--- src/logic/eeprom_pkg.sv ---
package eeprom_pkg;

    // 24xx16 style part, 2 kbyte
    localparam logic [3:0] EEPROM_DEV_CODE = 4'b1010;
    localparam int         EEPROM_ADDR_W   = 11;

    // bus level operations handed to the bit engine
    typedef enum logic [1:0] {
        OP_START      = 2'd0, // also used for the repeated start
        OP_STOP       = 2'd1,
        OP_WRITE_BYTE = 2'd2,
        OP_READ_BYTE  = 2'd3
    } twi_op_e;

    typedef enum logic [3:0] {
        S_IDLE      = 4'd0,
        S_START     = 4'd1,
        S_CTRL_W    = 4'd2,
        S_ADDR      = 4'd3,
        S_DATA      = 4'd4,
        S_RESTART   = 4'd5,
        S_CTRL_R    = 4'd6,
        S_READ      = 4'd7,
        S_STOP      = 4'd8,
        S_WAIT_DONE = 4'd9  // response goes out here
    } seq_state_e;

    // host request, write or random read
    typedef struct packed {
        logic                     write;
        logic [EEPROM_ADDR_W-1:0] addr;
        logic [7:0]               wdata;
    } eeprom_req_t;

    typedef struct packed {
        logic       write;
        logic [7:0] rdata; // zero on writes
        logic       nack;  // some byte was not acknowledged
    } eeprom_rsp_t;

    typedef struct packed {
        twi_op_e    op;
        logic [7:0] wbyte;
    } twi_op_t;

    typedef struct packed {
        twi_op_e    op;
        logic [7:0] rbyte;
        logic       ack_missing;
    } twi_status_t;

endpackage

--- src/logic/eeprom_ctrl_top.sv ---
module eeprom_ctrl_top #(
    parameter int SCL_HALF = 4  // clocks per half scl period
) (
    input  logic                    CLK,
    input  logic                    RESET,
    input  logic                    req_valid,
    input  eeprom_pkg::eeprom_req_t req,
    output logic                    busy,
    output logic                    rsp_valid,
    output eeprom_pkg::eeprom_rsp_t rsp,
    output logic                    scl,
    output logic                    sda_out,
    output logic                    sda_oe,
    input  logic                    sda_in
);

    logic                    txn_start;
    logic                    txn_write;
    logic                    op_valid;
    eeprom_pkg::twi_op_t     op;
    logic                    op_done;
    eeprom_pkg::twi_status_t status;

    eeprom_txn_decode u_decode (
        .CLK       (CLK),
        .RESET     (RESET),
        .req_valid (req_valid),
        .req       (req),
        .busy      (busy),
        .txn_start (txn_start),
        .txn_write (txn_write),
        .op_valid  (op_valid),
        .op        (op),
        .op_done   (op_done)
    );

    twi_bit_engine #(
        .SCL_HALF (SCL_HALF)
    ) u_engine (
        .CLK      (CLK),
        .RESET    (RESET),
        .op_valid (op_valid),
        .op       (op),
        .op_done  (op_done),
        .status   (status),
        .scl      (scl),
        .sda_out  (sda_out),
        .sda_oe   (sda_oe),
        .sda_in   (sda_in)
    );

    // sees the same op_done/status as decode
    eeprom_rsp_collect u_collect (
        .CLK       (CLK),
        .RESET     (RESET),
        .txn_start (txn_start),
        .txn_write (txn_write),
        .op_done   (op_done),
        .status    (status),
        .rsp_valid (rsp_valid),
        .rsp       (rsp)
    );

endmodule

--- src/logic/eeprom_rsp_collect.sv ---
module eeprom_rsp_collect (
    input  logic                    CLK,
    input  logic                    RESET,
    input  logic                    txn_start,
    input  logic                    txn_write,
    input  logic                    op_done,
    input  eeprom_pkg::twi_status_t status,
    output logic                    rsp_valid,
    output eeprom_pkg::eeprom_rsp_t rsp
);

    logic       write_q;
    logic [7:0] rdata_q;
    logic       nack_q;   // sticky over the whole transaction

    assign rsp.write = write_q;
    assign rsp.rdata = rdata_q;
    assign rsp.nack  = nack_q;

    always_ff @(posedge CLK)
    begin
        if (RESET)
        begin
            rsp_valid <= 1'b0;
            write_q   <= 1'b0;
            rdata_q   <= 8'h00;
            nack_q    <= 1'b0;
        end
        else
        begin
            rsp_valid <= 1'b0;
            if (txn_start)
            begin
                write_q <= txn_write;
                rdata_q <= 8'h00;
                nack_q  <= 1'b0;
            end
            else if (op_done)
            begin
                case (status.op)
                    eeprom_pkg::OP_WRITE_BYTE: nack_q    <= nack_q | status.ack_missing;
                    eeprom_pkg::OP_READ_BYTE:  rdata_q   <= status.rbyte;
                    eeprom_pkg::OP_STOP:       rsp_valid <= 1'b1; // end of transaction
                    default:                   ;
                endcase
            end
        end
    end

endmodule

--- src/logic/eeprom_txn_decode.sv ---
module eeprom_txn_decode (
    input  logic                    CLK,
    input  logic                    RESET,
    input  logic                    req_valid,
    input  eeprom_pkg::eeprom_req_t req,
    output logic                    busy,
    output logic                    txn_start,
    output logic                    txn_write,
    output logic                    op_valid,
    output eeprom_pkg::twi_op_t     op,
    input  logic                    op_done
);

    eeprom_pkg::seq_state_e  state;
    eeprom_pkg::seq_state_e  next_state;
    eeprom_pkg::eeprom_req_t req_q;
    logic                    issued;  // op sent, waiting for op_done
    logic                    advance;
    logic [7:0]              ctrl_byte;

    assign busy      = (state != eeprom_pkg::S_IDLE);
    assign txn_start = req_valid && !busy;
    assign txn_write = req.write;

    assign op_valid = busy && (state != eeprom_pkg::S_WAIT_DONE) && !issued;

    assign advance = (state == eeprom_pkg::S_IDLE)      ? txn_start :
                     (state == eeprom_pkg::S_WAIT_DONE) ? 1'b1 :
                     (issued && op_done);

    // upper address bits ride in the control byte
    assign ctrl_byte = {eeprom_pkg::EEPROM_DEV_CODE, req_q.addr[10:8],
                        state == eeprom_pkg::S_CTRL_R};

    always_comb
    begin
        op.op      = eeprom_pkg::OP_WRITE_BYTE;
        op.wbyte   = 8'h00;
        next_state = state;
        case (state)
            eeprom_pkg::S_IDLE:      next_state = eeprom_pkg::S_START;
            eeprom_pkg::S_START:
            begin
                op.op      = eeprom_pkg::OP_START;
                next_state = eeprom_pkg::S_CTRL_W;
            end
            eeprom_pkg::S_CTRL_W:
            begin
                op.wbyte   = ctrl_byte;
                next_state = eeprom_pkg::S_ADDR;
            end
            eeprom_pkg::S_ADDR:
            begin
                op.wbyte   = req_q.addr[7:0];
                next_state = req_q.write ? eeprom_pkg::S_DATA : eeprom_pkg::S_RESTART;
            end
            eeprom_pkg::S_DATA:
            begin
                op.wbyte   = req_q.wdata;
                next_state = eeprom_pkg::S_STOP;
            end
            eeprom_pkg::S_RESTART:
            begin
                op.op      = eeprom_pkg::OP_START;
                next_state = eeprom_pkg::S_CTRL_R;
            end
            eeprom_pkg::S_CTRL_R:
            begin
                op.wbyte   = ctrl_byte;
                next_state = eeprom_pkg::S_READ;
            end
            eeprom_pkg::S_READ:
            begin
                op.op      = eeprom_pkg::OP_READ_BYTE;
                next_state = eeprom_pkg::S_STOP;
            end
            eeprom_pkg::S_STOP:
            begin
                op.op      = eeprom_pkg::OP_STOP;
                next_state = eeprom_pkg::S_WAIT_DONE;
            end
            default:                 next_state = eeprom_pkg::S_IDLE;
        endcase
    end

    always_ff @(posedge CLK)
    begin
        if (RESET)
        begin
            state  <= eeprom_pkg::S_IDLE;
            issued <= 1'b0;
        end
        else
        begin
            if (advance)
                state <= next_state;
            if (op_valid)
                issued <= 1'b1;
            else if (op_done)
                issued <= 1'b0;
        end
    end

    always_ff @(posedge CLK)
    begin
        if (txn_start)
            req_q <= req;
    end

endmodule

--- src/logic/twi_bit_engine.sv ---
module twi_bit_engine #(
    parameter int SCL_HALF = 4
) (
    input  logic                    CLK,
    input  logic                    RESET,
    input  logic                    op_valid,
    input  eeprom_pkg::twi_op_t     op,
    output logic                    op_done,
    output eeprom_pkg::twi_status_t status,
    output logic                    scl,
    output logic                    sda_out,
    output logic                    sda_oe,
    input  logic                    sda_in
);

    localparam int               CNT_W    = $clog2(SCL_HALF);
    localparam logic [CNT_W-1:0] CNT_LAST = CNT_W'(SCL_HALF - 1);
    localparam logic [CNT_W-1:0] CNT_MID  = CNT_W'(SCL_HALF / 2);

    logic                active;
    logic                high_half;  // second half of the bit, scl high
    logic [CNT_W-1:0]    cnt;
    logic [3:0]          bit_cnt;
    eeprom_pkg::twi_op_e cur_op;
    logic [7:0]          shreg;
    logic                ack_missing;
    logic                is_byte;
    logic                ack_slot;
    logic                last_bit;
    logic                mid_point;

    assign is_byte   = (cur_op == eeprom_pkg::OP_WRITE_BYTE) ||
                       (cur_op == eeprom_pkg::OP_READ_BYTE);
    assign ack_slot  = (bit_cnt == 4'd8);
    assign last_bit  = is_byte ? ack_slot : 1'b1; // start and stop are one bit
    assign mid_point = active && (cnt == CNT_MID);

    assign status.op          = cur_op;
    assign status.rbyte       = shreg;
    assign status.ack_missing = ack_missing;

    always_ff @(posedge CLK)
    begin
        if (RESET)
        begin
            active    <= 1'b0;
            high_half <= 1'b0;
            cnt       <= '0;
            bit_cnt   <= 4'd0;
            op_done   <= 1'b0;
            scl       <= 1'b1;
            sda_out   <= 1'b1;
            sda_oe    <= 1'b0;
        end
        else
        begin
            op_done <= 1'b0;
            if (!active)
            begin
                if (op_valid)
                begin
                    active    <= 1'b1;
                    high_half <= 1'b0;
                    cnt       <= '0;
                    bit_cnt   <= 4'd0;
                end
            end
            else
            begin
                scl <= high_half;

                // sda moves mid half: data at scl low, start/stop at scl high
                if (mid_point && !high_half)
                begin
                    case (cur_op)
                        eeprom_pkg::OP_START:
                        begin
                            sda_oe  <= 1'b0;
                            sda_out <= 1'b1;
                        end
                        eeprom_pkg::OP_STOP:
                        begin
                            sda_oe  <= 1'b1;
                            sda_out <= 1'b0;
                        end
                        eeprom_pkg::OP_WRITE_BYTE:
                        begin
                            sda_oe  <= !ack_slot;  // release for device ack
                            sda_out <= shreg[7];
                        end
                        default:
                        begin
                            sda_oe  <= ack_slot;   // master NACK
                            sda_out <= 1'b1;
                        end
                    endcase
                end
                else if (mid_point && high_half)
                begin
                    if (cur_op == eeprom_pkg::OP_START)
                    begin
                        sda_oe  <= 1'b1;
                        sda_out <= 1'b0;
                    end
                    else if (cur_op == eeprom_pkg::OP_STOP)
                    begin
                        sda_oe  <= 1'b0;
                        sda_out <= 1'b1;
                    end
                end

                if (cnt == CNT_LAST)
                begin
                    cnt <= '0;
                    if (high_half)
                    begin
                        high_half <= 1'b0;
                        if (last_bit)
                        begin
                            active  <= 1'b0;
                            op_done <= 1'b1;
                        end
                        else
                            bit_cnt <= bit_cnt + 4'd1;
                    end
                    else
                        high_half <= 1'b1;
                end
                else
                    cnt <= cnt + 1'b1;
            end
        end
    end

    // shift register and ack flag
    always_ff @(posedge CLK)
    begin
        if (!active && op_valid)
        begin
            cur_op      <= op.op;
            shreg       <= op.wbyte;
            ack_missing <= 1'b0;
        end
        else if (mid_point && high_half && is_byte)
        begin
            if (ack_slot)
            begin
                if (cur_op == eeprom_pkg::OP_WRITE_BYTE)
                    ack_missing <= sda_in;  // high means no ack
            end
            else if (cur_op == eeprom_pkg::OP_WRITE_BYTE)
                shreg <= {shreg[6:0], 1'b0};
            else
                shreg <= {shreg[6:0], sda_in}; // msb first
        end
    end

endmodule

--- config.mk ---
export PLATFORM = sky130hd
export DESIGN_NAME = eeprom_ctrl_top
export DESIGN_NICKNAME = d
export VERILOG_FILES = /design/src/logic/eeprom_pkg.sv /design/src/logic/eeprom_ctrl_top.sv /design/src/logic/eeprom_rsp_collect.sv /design/src/logic/eeprom_txn_decode.sv /design/src/logic/twi_bit_engine.sv
export SDC_FILE = /design/constraint.sdc
export NUM_CORES = 1
export LEC_CHECK = 0
export BUFFER_PORTS_ARGS = -buffer_cell sky130_fd_sc_hd__buf_2
export CAP_MARGIN = 10
export CORE_MARGIN = 1.5
export CORE_UTILIZATION = 40
export DETAILED_ROUTE_END_ITERATION = 8
export PLACE_DENSITY = 0.69
export SLEW_MARGIN = 20
export SYNTH_ARGS = -nofsm -noshare
export SYNTH_HDL_FRONTEND = slang
export SYNTH_SLANG_ARGS = --single-unit
--- constraint.sdc ---
create_clock -name CLK -period 2.26 [get_ports CLK]
set_input_delay 0.678 -clock CLK [delete_from_list [all_inputs] [get_ports CLK]]
set_output_delay 0.678 -clock CLK [all_outputs]
set_load 0.005 [all_outputs]
==> flow_summary.ini, run 1 <==
[status]
status = finished, final reports clean

[cts]
cts_buffer_depth = 2
cts-htree-levels = 3
cts_tree = done
post_cts_resized = 0
cts_root_buffer = clkbuf_8
clkTransAtPathRegs_ps = 60
cts_setup_buffers = 0
cts_buffers = 9
ctsHoldBuffers = 0
clock_latency_ps = 340
cts_sinks = 59

[layout]
area_delta_synth_final_pct = 15.3
layout_commonest_cell = buf_2
drive_gt1_share_pct = 22.3
final_cell_mix = buf_2 (38), edfxtp_1 (30), dfxtp_1 (29), nor2_1 (23), nand2_1 (18)
antenna_cells = 0
final_nets = 310
stdcell_area_mm2 = 0.00301

[sta]
setup_viol = 0
fin_skew_ps = 4.72
worst_pin_slew_ps = 723
maxSlewHeadroom_pct = 51.5
whs_ps = 484
fin_tns_setup_ps = 0
period_share_pct = 87.0
slew_viol_final = 0
fin_crit_ps = 1970
finalHoldViolCount = 0
fmax_ghz = 0.509
rsz0062_at_grt = false

[synthesis]
synth_warnings = 0
muxShareOfSynthArea_pct = 3.84
synthAdderAreaFrac_pct = 1.92
synth_enable_flop_cells = 30
ys_seq_elements = 59
synthSimpleGateAreaFrac_pct = 18.6
synth.distinct_cells = 46
syn_area_per_cell_um2 = 10.7
synth-xor-area-share_pct = 1.01
yosysSeqAreaShare_pct = 56.8
async_flop_share_pct = 0
synth_compound_area_share_pct = 13.1
ys.flop_type = edfxtp_1
synth_fp_nets = 272
netlist_area_mm2 = 0.00261
synth_top_family_by_area = simple AND/OR/NAND/NOR gates
syn_inst = 244

[place]
io_buffers = 38
placed_area_mm2 = 0.00285
dpl.hpwl_um = 3540
gp_congestion = 0.900

[global_route]
use_met3_pct = 6.13
antenna_found_initial = 0
grtUsageTotal_pct = 15.7
gr-total-overflow = 0
grt-busiest-layer = met2
first_global_vias = 1792
use_met1_pct = 21.1
grt_pass1_wl_um = 8600
met2_usage_pct = 23.3
grt_max_degree = 21

[die]
die_y_um = 83.8
pin_count = 39
design.die.area_mm2 = 0.00702
start_util_pct = 41.3
fp.coreArea_mm2 = 0.00631
die_x_um = 83.8
rows = 29

[detailed_routing]
routed_wl_um = 5100
vias = 1939
wl_per_cell_um = 14.0
drtIter0Drc = 85
firstDrtPassIters = 4
routed_via_density = 5.33
ant_nets = 0
drc_errors = 0

[setup_path]
rr_worst_depth = 3
cp.required_ps = 2230
cp_max_fo = 16
crit_type = flop to flop
worst_r2r_endpoint = u_engine.shreg[1]
crit-reg2reg-launch = u_decode.state[3]
crit_path_end_kind = flop
cp-start-kind = flop
timing.critical_path.arrival_ps = 1940
r2r_setup_slack_ps = 290

[power_and_ir_drop]
p_leak_nw = 1.18
ir_drop_mv = 0.459
power_w = 0.00239
powerDensity_mw_per_mm2 = 796

[hold_path]
min_to = u_engine.sda_out
min_path_type = flop to flop
min_from = u_engine.sda_out
holdPathStages = 2

[run]
cap_violations = 0
-- flip-flops by register name, indices dropped and copies added (netlist names), 2 cells and up --
register and flops:
u_decode.req_q 17, u_collect.rdata_q 8, u_engine.shreg 8, u_decode.state 4
u_engine.bit_cnt 4, u_decode.ctrl_byte 3, u_engine.cnt 2, u_engine.cur_op 2
-- report_power, final --
part           internal [W]  total (W)  switching (W)
clock              0.000380   0.000786       0.000405
combinational      0.000127   0.000308       0.000181
sequential          0.00124    0.00130      0.0000628
total               0.00175    0.00239       0.000649
-- stage by stage --
step | setup WS, ps | instances | utilization, %
finish | 294 | 364 | 47.6
global route | 226 | 364 | 47.6
global placement | 431 | 348 | 45.1
CTS | 300 | 364 | 47.6
floorplan | 425 | 244 | -
detailed placement | 309 | 348 | 45.1
-- layer usage --
layer | share of wire (%) | up-vias
met5 | 0 | -
li1 | - | 968
met1 | 48 | 882
met3 | 7.3 | 8
met4 | 1.0 | 0
met2 | 44 | 81
-- cell usage after synthesis, drive strengths merged, types with 3 or more instances --
cell type,n,area (um^2)
a21oi,15,75.1
a221o,3,30.0
a22oi,3,22.5
a31oi,4,25.0
buf,8,58.8
clkbuf,9,33.8
dfxtp,29,581
edfxtp,30,901
ha,4,50.1
inv,8,30.0
mux2i,10,100
nand2,18,67.6
nand2b,9,78.8
nand3,13,65.1
nand3b,3,22.5
nor2,23,86.3
nor2b,4,25.0
nor3,6,30.0
nor4,4,25.0
o21ai,11,55.1
xnor2,3,26.3
-- how the worst max path moves through the flow --
stage	startpoint	to	slack, ps	cells past startpoint
floorplan	u_decode.state[0]	u_engine.shreg[0]	430	5
global placement	u_decode.state[3]	u_engine.shreg[4]	430	3
detailed placement	u_decode.state[3]	u_engine.shreg[7]	310	3
CTS	u_decode.state[3]	u_engine.shreg[1]	300	3
global route	u_decode.state[3]	u_engine.shreg[5]	230	3
finish	u_decode.state[3]	u_engine.shreg[1]	290	3
-- cell families after synthesis --
group,after synthesis
XOR/XNOR,3
adder cells (fa/ha/maj),4
multiplexers,10
buffers and inverters,25
AND/OR/NAND/NOR,92
AO/OA/AOI/OAI,51
flip-flops,59
-- final cells by class --
class	count	area (um^2)
Fill cell	600	3310
Sequential cell	59	1480
Multi-Input combinational cell	160	1000
Timing Repair Buffer	44	235
Clock buffer	9	124
Tap cell	77	96.3
Clock inverter	7	35.0
Inverter	8	30.0
-- critical path: stages, from the launching register on --
cell and delay (ps):
dfxtp_1 380, nand2b_1 240, a311o_2 530, o21ai_1 450
Note: power is estimated with default switching activity, not from simulation.
==> run 2, diff against run 1 <==
--- a/config.mk
+++ b/config.mk
@@ -8,10 +8,11 @@
 export BUFFER_PORTS_ARGS = -buffer_cell sky130_fd_sc_hd__buf_2
 export CAP_MARGIN = 10
 export CORE_MARGIN = 1.5
-export CORE_UTILIZATION = 40
+export CORE_UTILIZATION = 54
 export DETAILED_ROUTE_END_ITERATION = 8
-export PLACE_DENSITY = 0.69
+export PLACE_DENSITY = 0.86
 export SLEW_MARGIN = 20
 export SYNTH_ARGS = -nofsm -noshare
 export SYNTH_HDL_FRONTEND = slang
+export SYNTH_HIERARCHICAL = 1
 export SYNTH_SLANG_ARGS = --single-unit
==> run 2 against run 1 <==
Compared with the run above:
- maximum frequency hardly changed
- largest power group unchanged
- critical path depth did not move
- utilization up 15 points
==> flow_summary.ini, run 2 <==
[layout]
layout_commonest_cell = buf_2
top_register = u_decode/req_q
final_cell_mix = buf_2 (38), edfxtp_1 (30), dfxtp_1 (29), nand2_1 (19), nor3b_1 (18)
antenna_cells = 0
final_nets = 313
instances_no_fill = 360
largest_reg_flops = 17
stdcell_area_mm2 = 0.00322
drive_gt1_share_pct = 27.6
area_delta_synth_final_pct = 13.2
top_regs = u_decode/req_q x17, u_collect/rdata_q x8, u_engine/shreg x8

[die]
start_util_pct = 55.7
rows = 26
die_y_um = 75.6
design.die.area_mm2 = 0.00572
pin_count = 39
fp.coreArea_mm2 = 0.00511
die_x_um = 75.6

[detailed_routing]
routed_via_density = 5.49
vias = 1976
wl_met1_um = 2270
routed-wl-met2_um = 2300
drc_errors = 0
met3WireLength_um = 271
routed_wl_um = 4920
wl_per_cell_um = 13.7
drtIter0Drc = 112
ant_nets = 0
top_layer = met4
firstDrtPassIters = 5

[global_route]
gr-total-overflow = 0
antenna_found_initial = 0
grt_pass1_wl_um = 8050
grtUsageTotal_pct = 19.2
first_global_vias = 1819
grt_max_degree = 39

[synthesis]
yosysTopAreaCell = edfxtp_1
synth_enable_flop_cells = 30
synth.distinct_cells = 50
ys.flop_type = edfxtp_1
synth_fp_nets = 278
syn_area_per_cell_um2 = 11.4
ys_seq_elements = 59
synth_warnings = 6
netlist.area_leader.share_pct = 31.6
yosysSeqAreaShare_pct = 52.0
synth_most_common_cell = edfxtp_1
netlist_area_mm2 = 0.00285
ys_top_cells_by_area = edfxtp_1 (32%), dfxtp_1 (20%), nor3b_1 (4.7%)
syn_inst = 250
async_flop_share_pct = 0
synth_commonest_cells = edfxtp_1 (30), dfxtp_1 (29), nand2_1 (19)

[power_and_ir_drop]
p_leak_nw = 1.24
ir_drop_mv = 0.589
powerDensity_mw_per_mm2 = 729

[place]
post-place-ws_ps = 348
dpl.cell_count = 344
gp_congestion = 0.897
placed_area_mm2 = 0.00303
dpl.hpwl_um = 3350
io_buffers = 38

[sta]
fin_crit_ps = 1970
fin_skew_ps = 5.33
worst_pin_slew_ps = 832
whs_ps = 465
setup_viol = 0
rsz0062_at_grt = false
finalHoldViolCount = 0
slew_viol_final = 0
fin_tns_setup_ps = 0
maxSlewHeadroom_pct = 44.1
period_share_pct = 87.0
fmax_ghz = 0.508
worst_slack_ps = 293

[setup_path]
crit-reg2reg-launch = u_decode/state[1]
crit_start = u_decode/state[1]
cp_max_fo = 14
rr_worst_depth = 5
cp-start-kind = flop
worst_r2r_endpoint = u_engine/shreg[3]
r2r_setup_slack_ps = 300
timing.critical_path.arrival_ps = 1290
crit_type = flop to primary output
crit_path_end_kind = primary output
crit_end = busy
cp.required_ps = 1580

[cts]
cts_sinks = 59
ctsHoldBuffers = 0
cts_tree = done
cts_buffer_depth = 2
cts_buffers = 9
clkTransAtPathRegs_ps = 70
cts-htree-levels = 3
cts_setup_buffers = 0
post_cts_resized = 0
cts_root_buffer = clkbuf_8
clock_latency_ps = 340

[hold_path]
min_path_type = flop to flop

[status]
status = finished, final reports clean

[run]
cap_violations = 0
## run 2: per-stage QoR
step	power, W	util, %
2_1_floorplan	0.00138	-
3_3_place_gp	0.00144	59.3
3_5_place_dp	0.00144	59.3
4_1_cts	0.00237	63.1
5_1_grt	0.00245	63.1
6_report	0.00235	63.1
## run 2: layer usage
metal  vias up  track usage (%)
li1        973                -
met1       942             23.4
met2        53             31.0
met3         8             6.61
met4         0             8.33
met5         -                0
## run 2: logic make-up (layout without fill, tap and decap cells)
kind of cell | after synthesis | after routing | synth area share [%]
flip-flops | 59 | 59 | 52.0
AO/OA/AOI/OAI | 43 | 43 | 10.8
XOR/XNOR | 6 | 6 | 1.85
AND/OR/NAND/NOR | 89 | 89 | 18.3
multiplexers | 20 | 20 | 8.79
buffers and inverters | 29 | 69 | 6.50
adder cells (fa/ha/maj) | 4 | 4 | 1.76
## run 2: worst min-delay path by stage
stage,start,to,slack (ps),cells past startpoint
detailed placement,u_collect/nack_q,u_collect/nack_q,460,2
global placement,u_collect/nack_q,u_collect/nack_q,440,2
CTS,u_collect/nack_q,u_collect/nack_q,470,2
floorplan,u_collect/nack_q,u_collect/nack_q,430,2
global route,req[13],u_decode/req_q[13],490,1
finish,u_collect/nack_q,u_collect/nack_q,470,2
## run 2: cell type report
cell class	count	area (um^2)
tap	70	87.6
sequential	59	1480
multi-input combinational	162	1180
clock inverter	7	67.6
inverter	9	33.8
timing repair buffer	44	248
clock buffer	9	124
fill	404	1890
## run 2: report_power, final
part | internal [W] | leakage (nW) | switching (W)
Sequential | 0.00119 | 0.520 | 0.0000408
Clock | 0.000504 | 0.0931 | 0.000425
Combinational | 0.0000867 | 0.632 | 0.000102
## run 2: critical path: stages, from the launching register on
cell and delay (ps):
dfxtp_1 570, nor2_1 170, nand2_1 100, buf_2 110
==> run 3, diff against run 2 <==
--- a/config.mk
+++ b/config.mk
@@ -10,7 +10,9 @@
 export CORE_MARGIN = 1.5
 export CORE_UTILIZATION = 54
 export DETAILED_ROUTE_END_ITERATION = 8
+export MAX_ROUTING_LAYER = met4
 export PLACE_DENSITY = 0.86
+export RECOVER_POWER = 25
 export SLEW_MARGIN = 20
 export SYNTH_ARGS = -nofsm -noshare
 export SYNTH_HDL_FRONTEND = slang
==> run 3 against run 2 <==
Compared with the run above:
- final area barely moved
- setup slack improved by 0.95 ps
- non-clock buffer count stayed put
- power about the same
- largest power group unchanged
==> flow_summary.ini, run 3 (same netlist as run 2, synthesis figures left out) <==
[global_route]
grt_max_degree = 39
grtUsageTotal_pct = 19.8
first_global_vias = 1812
antenna_found_initial = 0
gr-total-overflow = 0
grt_pass1_wl_um = 8030

[cts]
cts_buffer_depth = 2
cts-htree-levels = 3
cts_sinks = 59
cts_tree = done
cts_buffers = 9
cts_root_buffer = clkbuf_8
clkTransAtPathRegs_ps = 70
ctsHoldBuffers = 0
clock_latency_ps = 340
post_cts_resized = 0
cts_setup_buffers = 0

[place]
gp_congestion = 0.912
io_buffers = 38
post-place-ws_ps = 348
dpl.hpwl_um = 3350

[setup_path]
r2r_setup_slack_ps = 300
worst_r2r_endpoint = u_engine/shreg[3]
crit_path_end_kind = primary output
critPathMaxStageDelay_ps = 570
crit-reg2reg-launch = u_decode/state[1]
timing.critical_path.arrival_ps = 1290
slowest_stage = dfxtp_1
path_delay_family = flip-flops
cp_num_buf_inv = 1
cp_max_fo = 12
rr_worst_depth = 5
cp.required_ps = 1580
cp-start-kind = flop
cp_num_cells = 3
path_cells = nor2_1, nand2_1, buf_2
crit_type = flop to primary output

[sta]
fin_crit_ps = 1970
worst_pin_slew_ps = 823
worst_slack_ps = 294
maxSlewHeadroom_pct = 44.7
fin_skew_ps = 4.98
setup_viol = 0
period_share_pct = 87.0
fin_tns_setup_ps = 0
finalHoldViolCount = 0
fmax_ghz = 0.509
slew_viol_final = 0
rsz0062_at_grt = false

[layout]
multi_input_area_mm2 = 0.00118
seq_area_mm2 = 0.00148
drive_gt1_share_pct = 27.2
top_regs = u_decode/req_q x17, u_collect/rdata_q x8, u_engine/shreg x8
antenna_cells = 0
area_delta_synth_final_pct = 13.1
top_register = u_decode/req_q
final_nets = 313
filler_cell_count = 405
largest_reg_flops = 17
layout_commonest_cell = buf_2
final_cell_mix = buf_2 (37), edfxtp_1 (30), dfxtp_1 (29), nand2_1 (19), nor3b_1 (18)

[power_and_ir_drop]
p_leak_nw = 1.24
powerDensity_mw_per_mm2 = 729
ir_drop_mv = 0.589

[detailed_routing]
firstDrtPassIters = 4
wl_per_cell_um = 13.8
drc_errors = 0
ant_nets = 0
routed_via_density = 5.49
vias = 1978
drtIter0Drc = 111
routed_wl_um = 4960

[hold_path]
min_to = u_collect/nack_q
min_path_type = flop to flop
min_from = u_collect/nack_q
holdPathStages = 2

[die]
rows = 26
die_x_um = 75.6
die_y_um = 75.6
fp.coreArea_mm2 = 0.00511
start_util_pct = 55.7
design.die.area_mm2 = 0.00572
pin_count = 39

[status]
status = finished, final reports clean

[run]
cap_violations = 0
run 3: cell count changes in the layout (fill, tap and decap cells not counted):
cell      before  now
buf_2         38   37
clkbuf_1       0    1
run 3: power by group:
| group | leakage (nW) | total (W) | internal, W | switching, W |
|---|---|---|---|---|
| clock | 0.0931 | 0.000928 | 0.000504 | 0.000424 |
| combinational | 0.629 | 0.000189 | 0.0000864 | 0.000102 |
| sequential | 0.520 | 0.00123 | 0.00119 | 0.0000415 |
| total | 1.24 | 0.00235 | 0.00178 | 0.000568 |
run 3: per-layer routing:
metal / vias to the layer above / global-route usage, % / routed length (um)
met5: - / - / 0
met4: 0 / 8.33 / 101
met3: 11 / 6.61 / 256
met2: 50 / 31.0 / 2280
met1: 942 / 23.4 / 2320
li1: 975 / - / -
run 3: tightest hold or removal path, cell delays in order, from the launching register on:
cell and delay (ps):
dfxtp_1 310, inv_1 50, a211oi_1 50
run 3: cell type report:
| class | instances | share of cell area (%) |
|---|---|---|
| Clock inverter | 7 | 2.10 |
| Tap cell | 70 | 2.72 |
| Inverter | 9 | 1.05 |
| Timing Repair Buffer | 44 | 7.65 |
| Multi-Input combinational cell | 162 | 36.6 |
| Sequential cell | 59 | 46.0 |
| Clock buffer | 9 | 3.85 |
run 3: metrics by stage:
stage / utilization, % / cells / hold slack, ps / total power [W] / area (um^2)
after floorplan: - / 250 / 429 / 0.00138 / 2850
final: 63.1 / 360 / 461 / 0.00235 / 3220
after global placement: 59.3 / 344 / 445 / 0.00144 / 3030
after detailed placement: 59.3 / 344 / 457 / 0.00144 / 3030
after global routing: 63.1 / 360 / 492 / 0.00245 / 3220
after CTS: 63.1 / 360 / 467 / 0.00237 / 3220
run 3: worst max-delay path by stage:
stage                                 start              endpoint
after floorplan                   req_valid  u_collect/rdata_q[1]
final                     u_decode/state[0]                  busy
after detailed placement  u_decode/state[3]     u_engine/shreg[4]
after global placement    u_decode/state[3]     u_engine/shreg[4]
after CTS                 u_decode/state[0]                  busy
after global routing      u_decode/state[1]                  busy
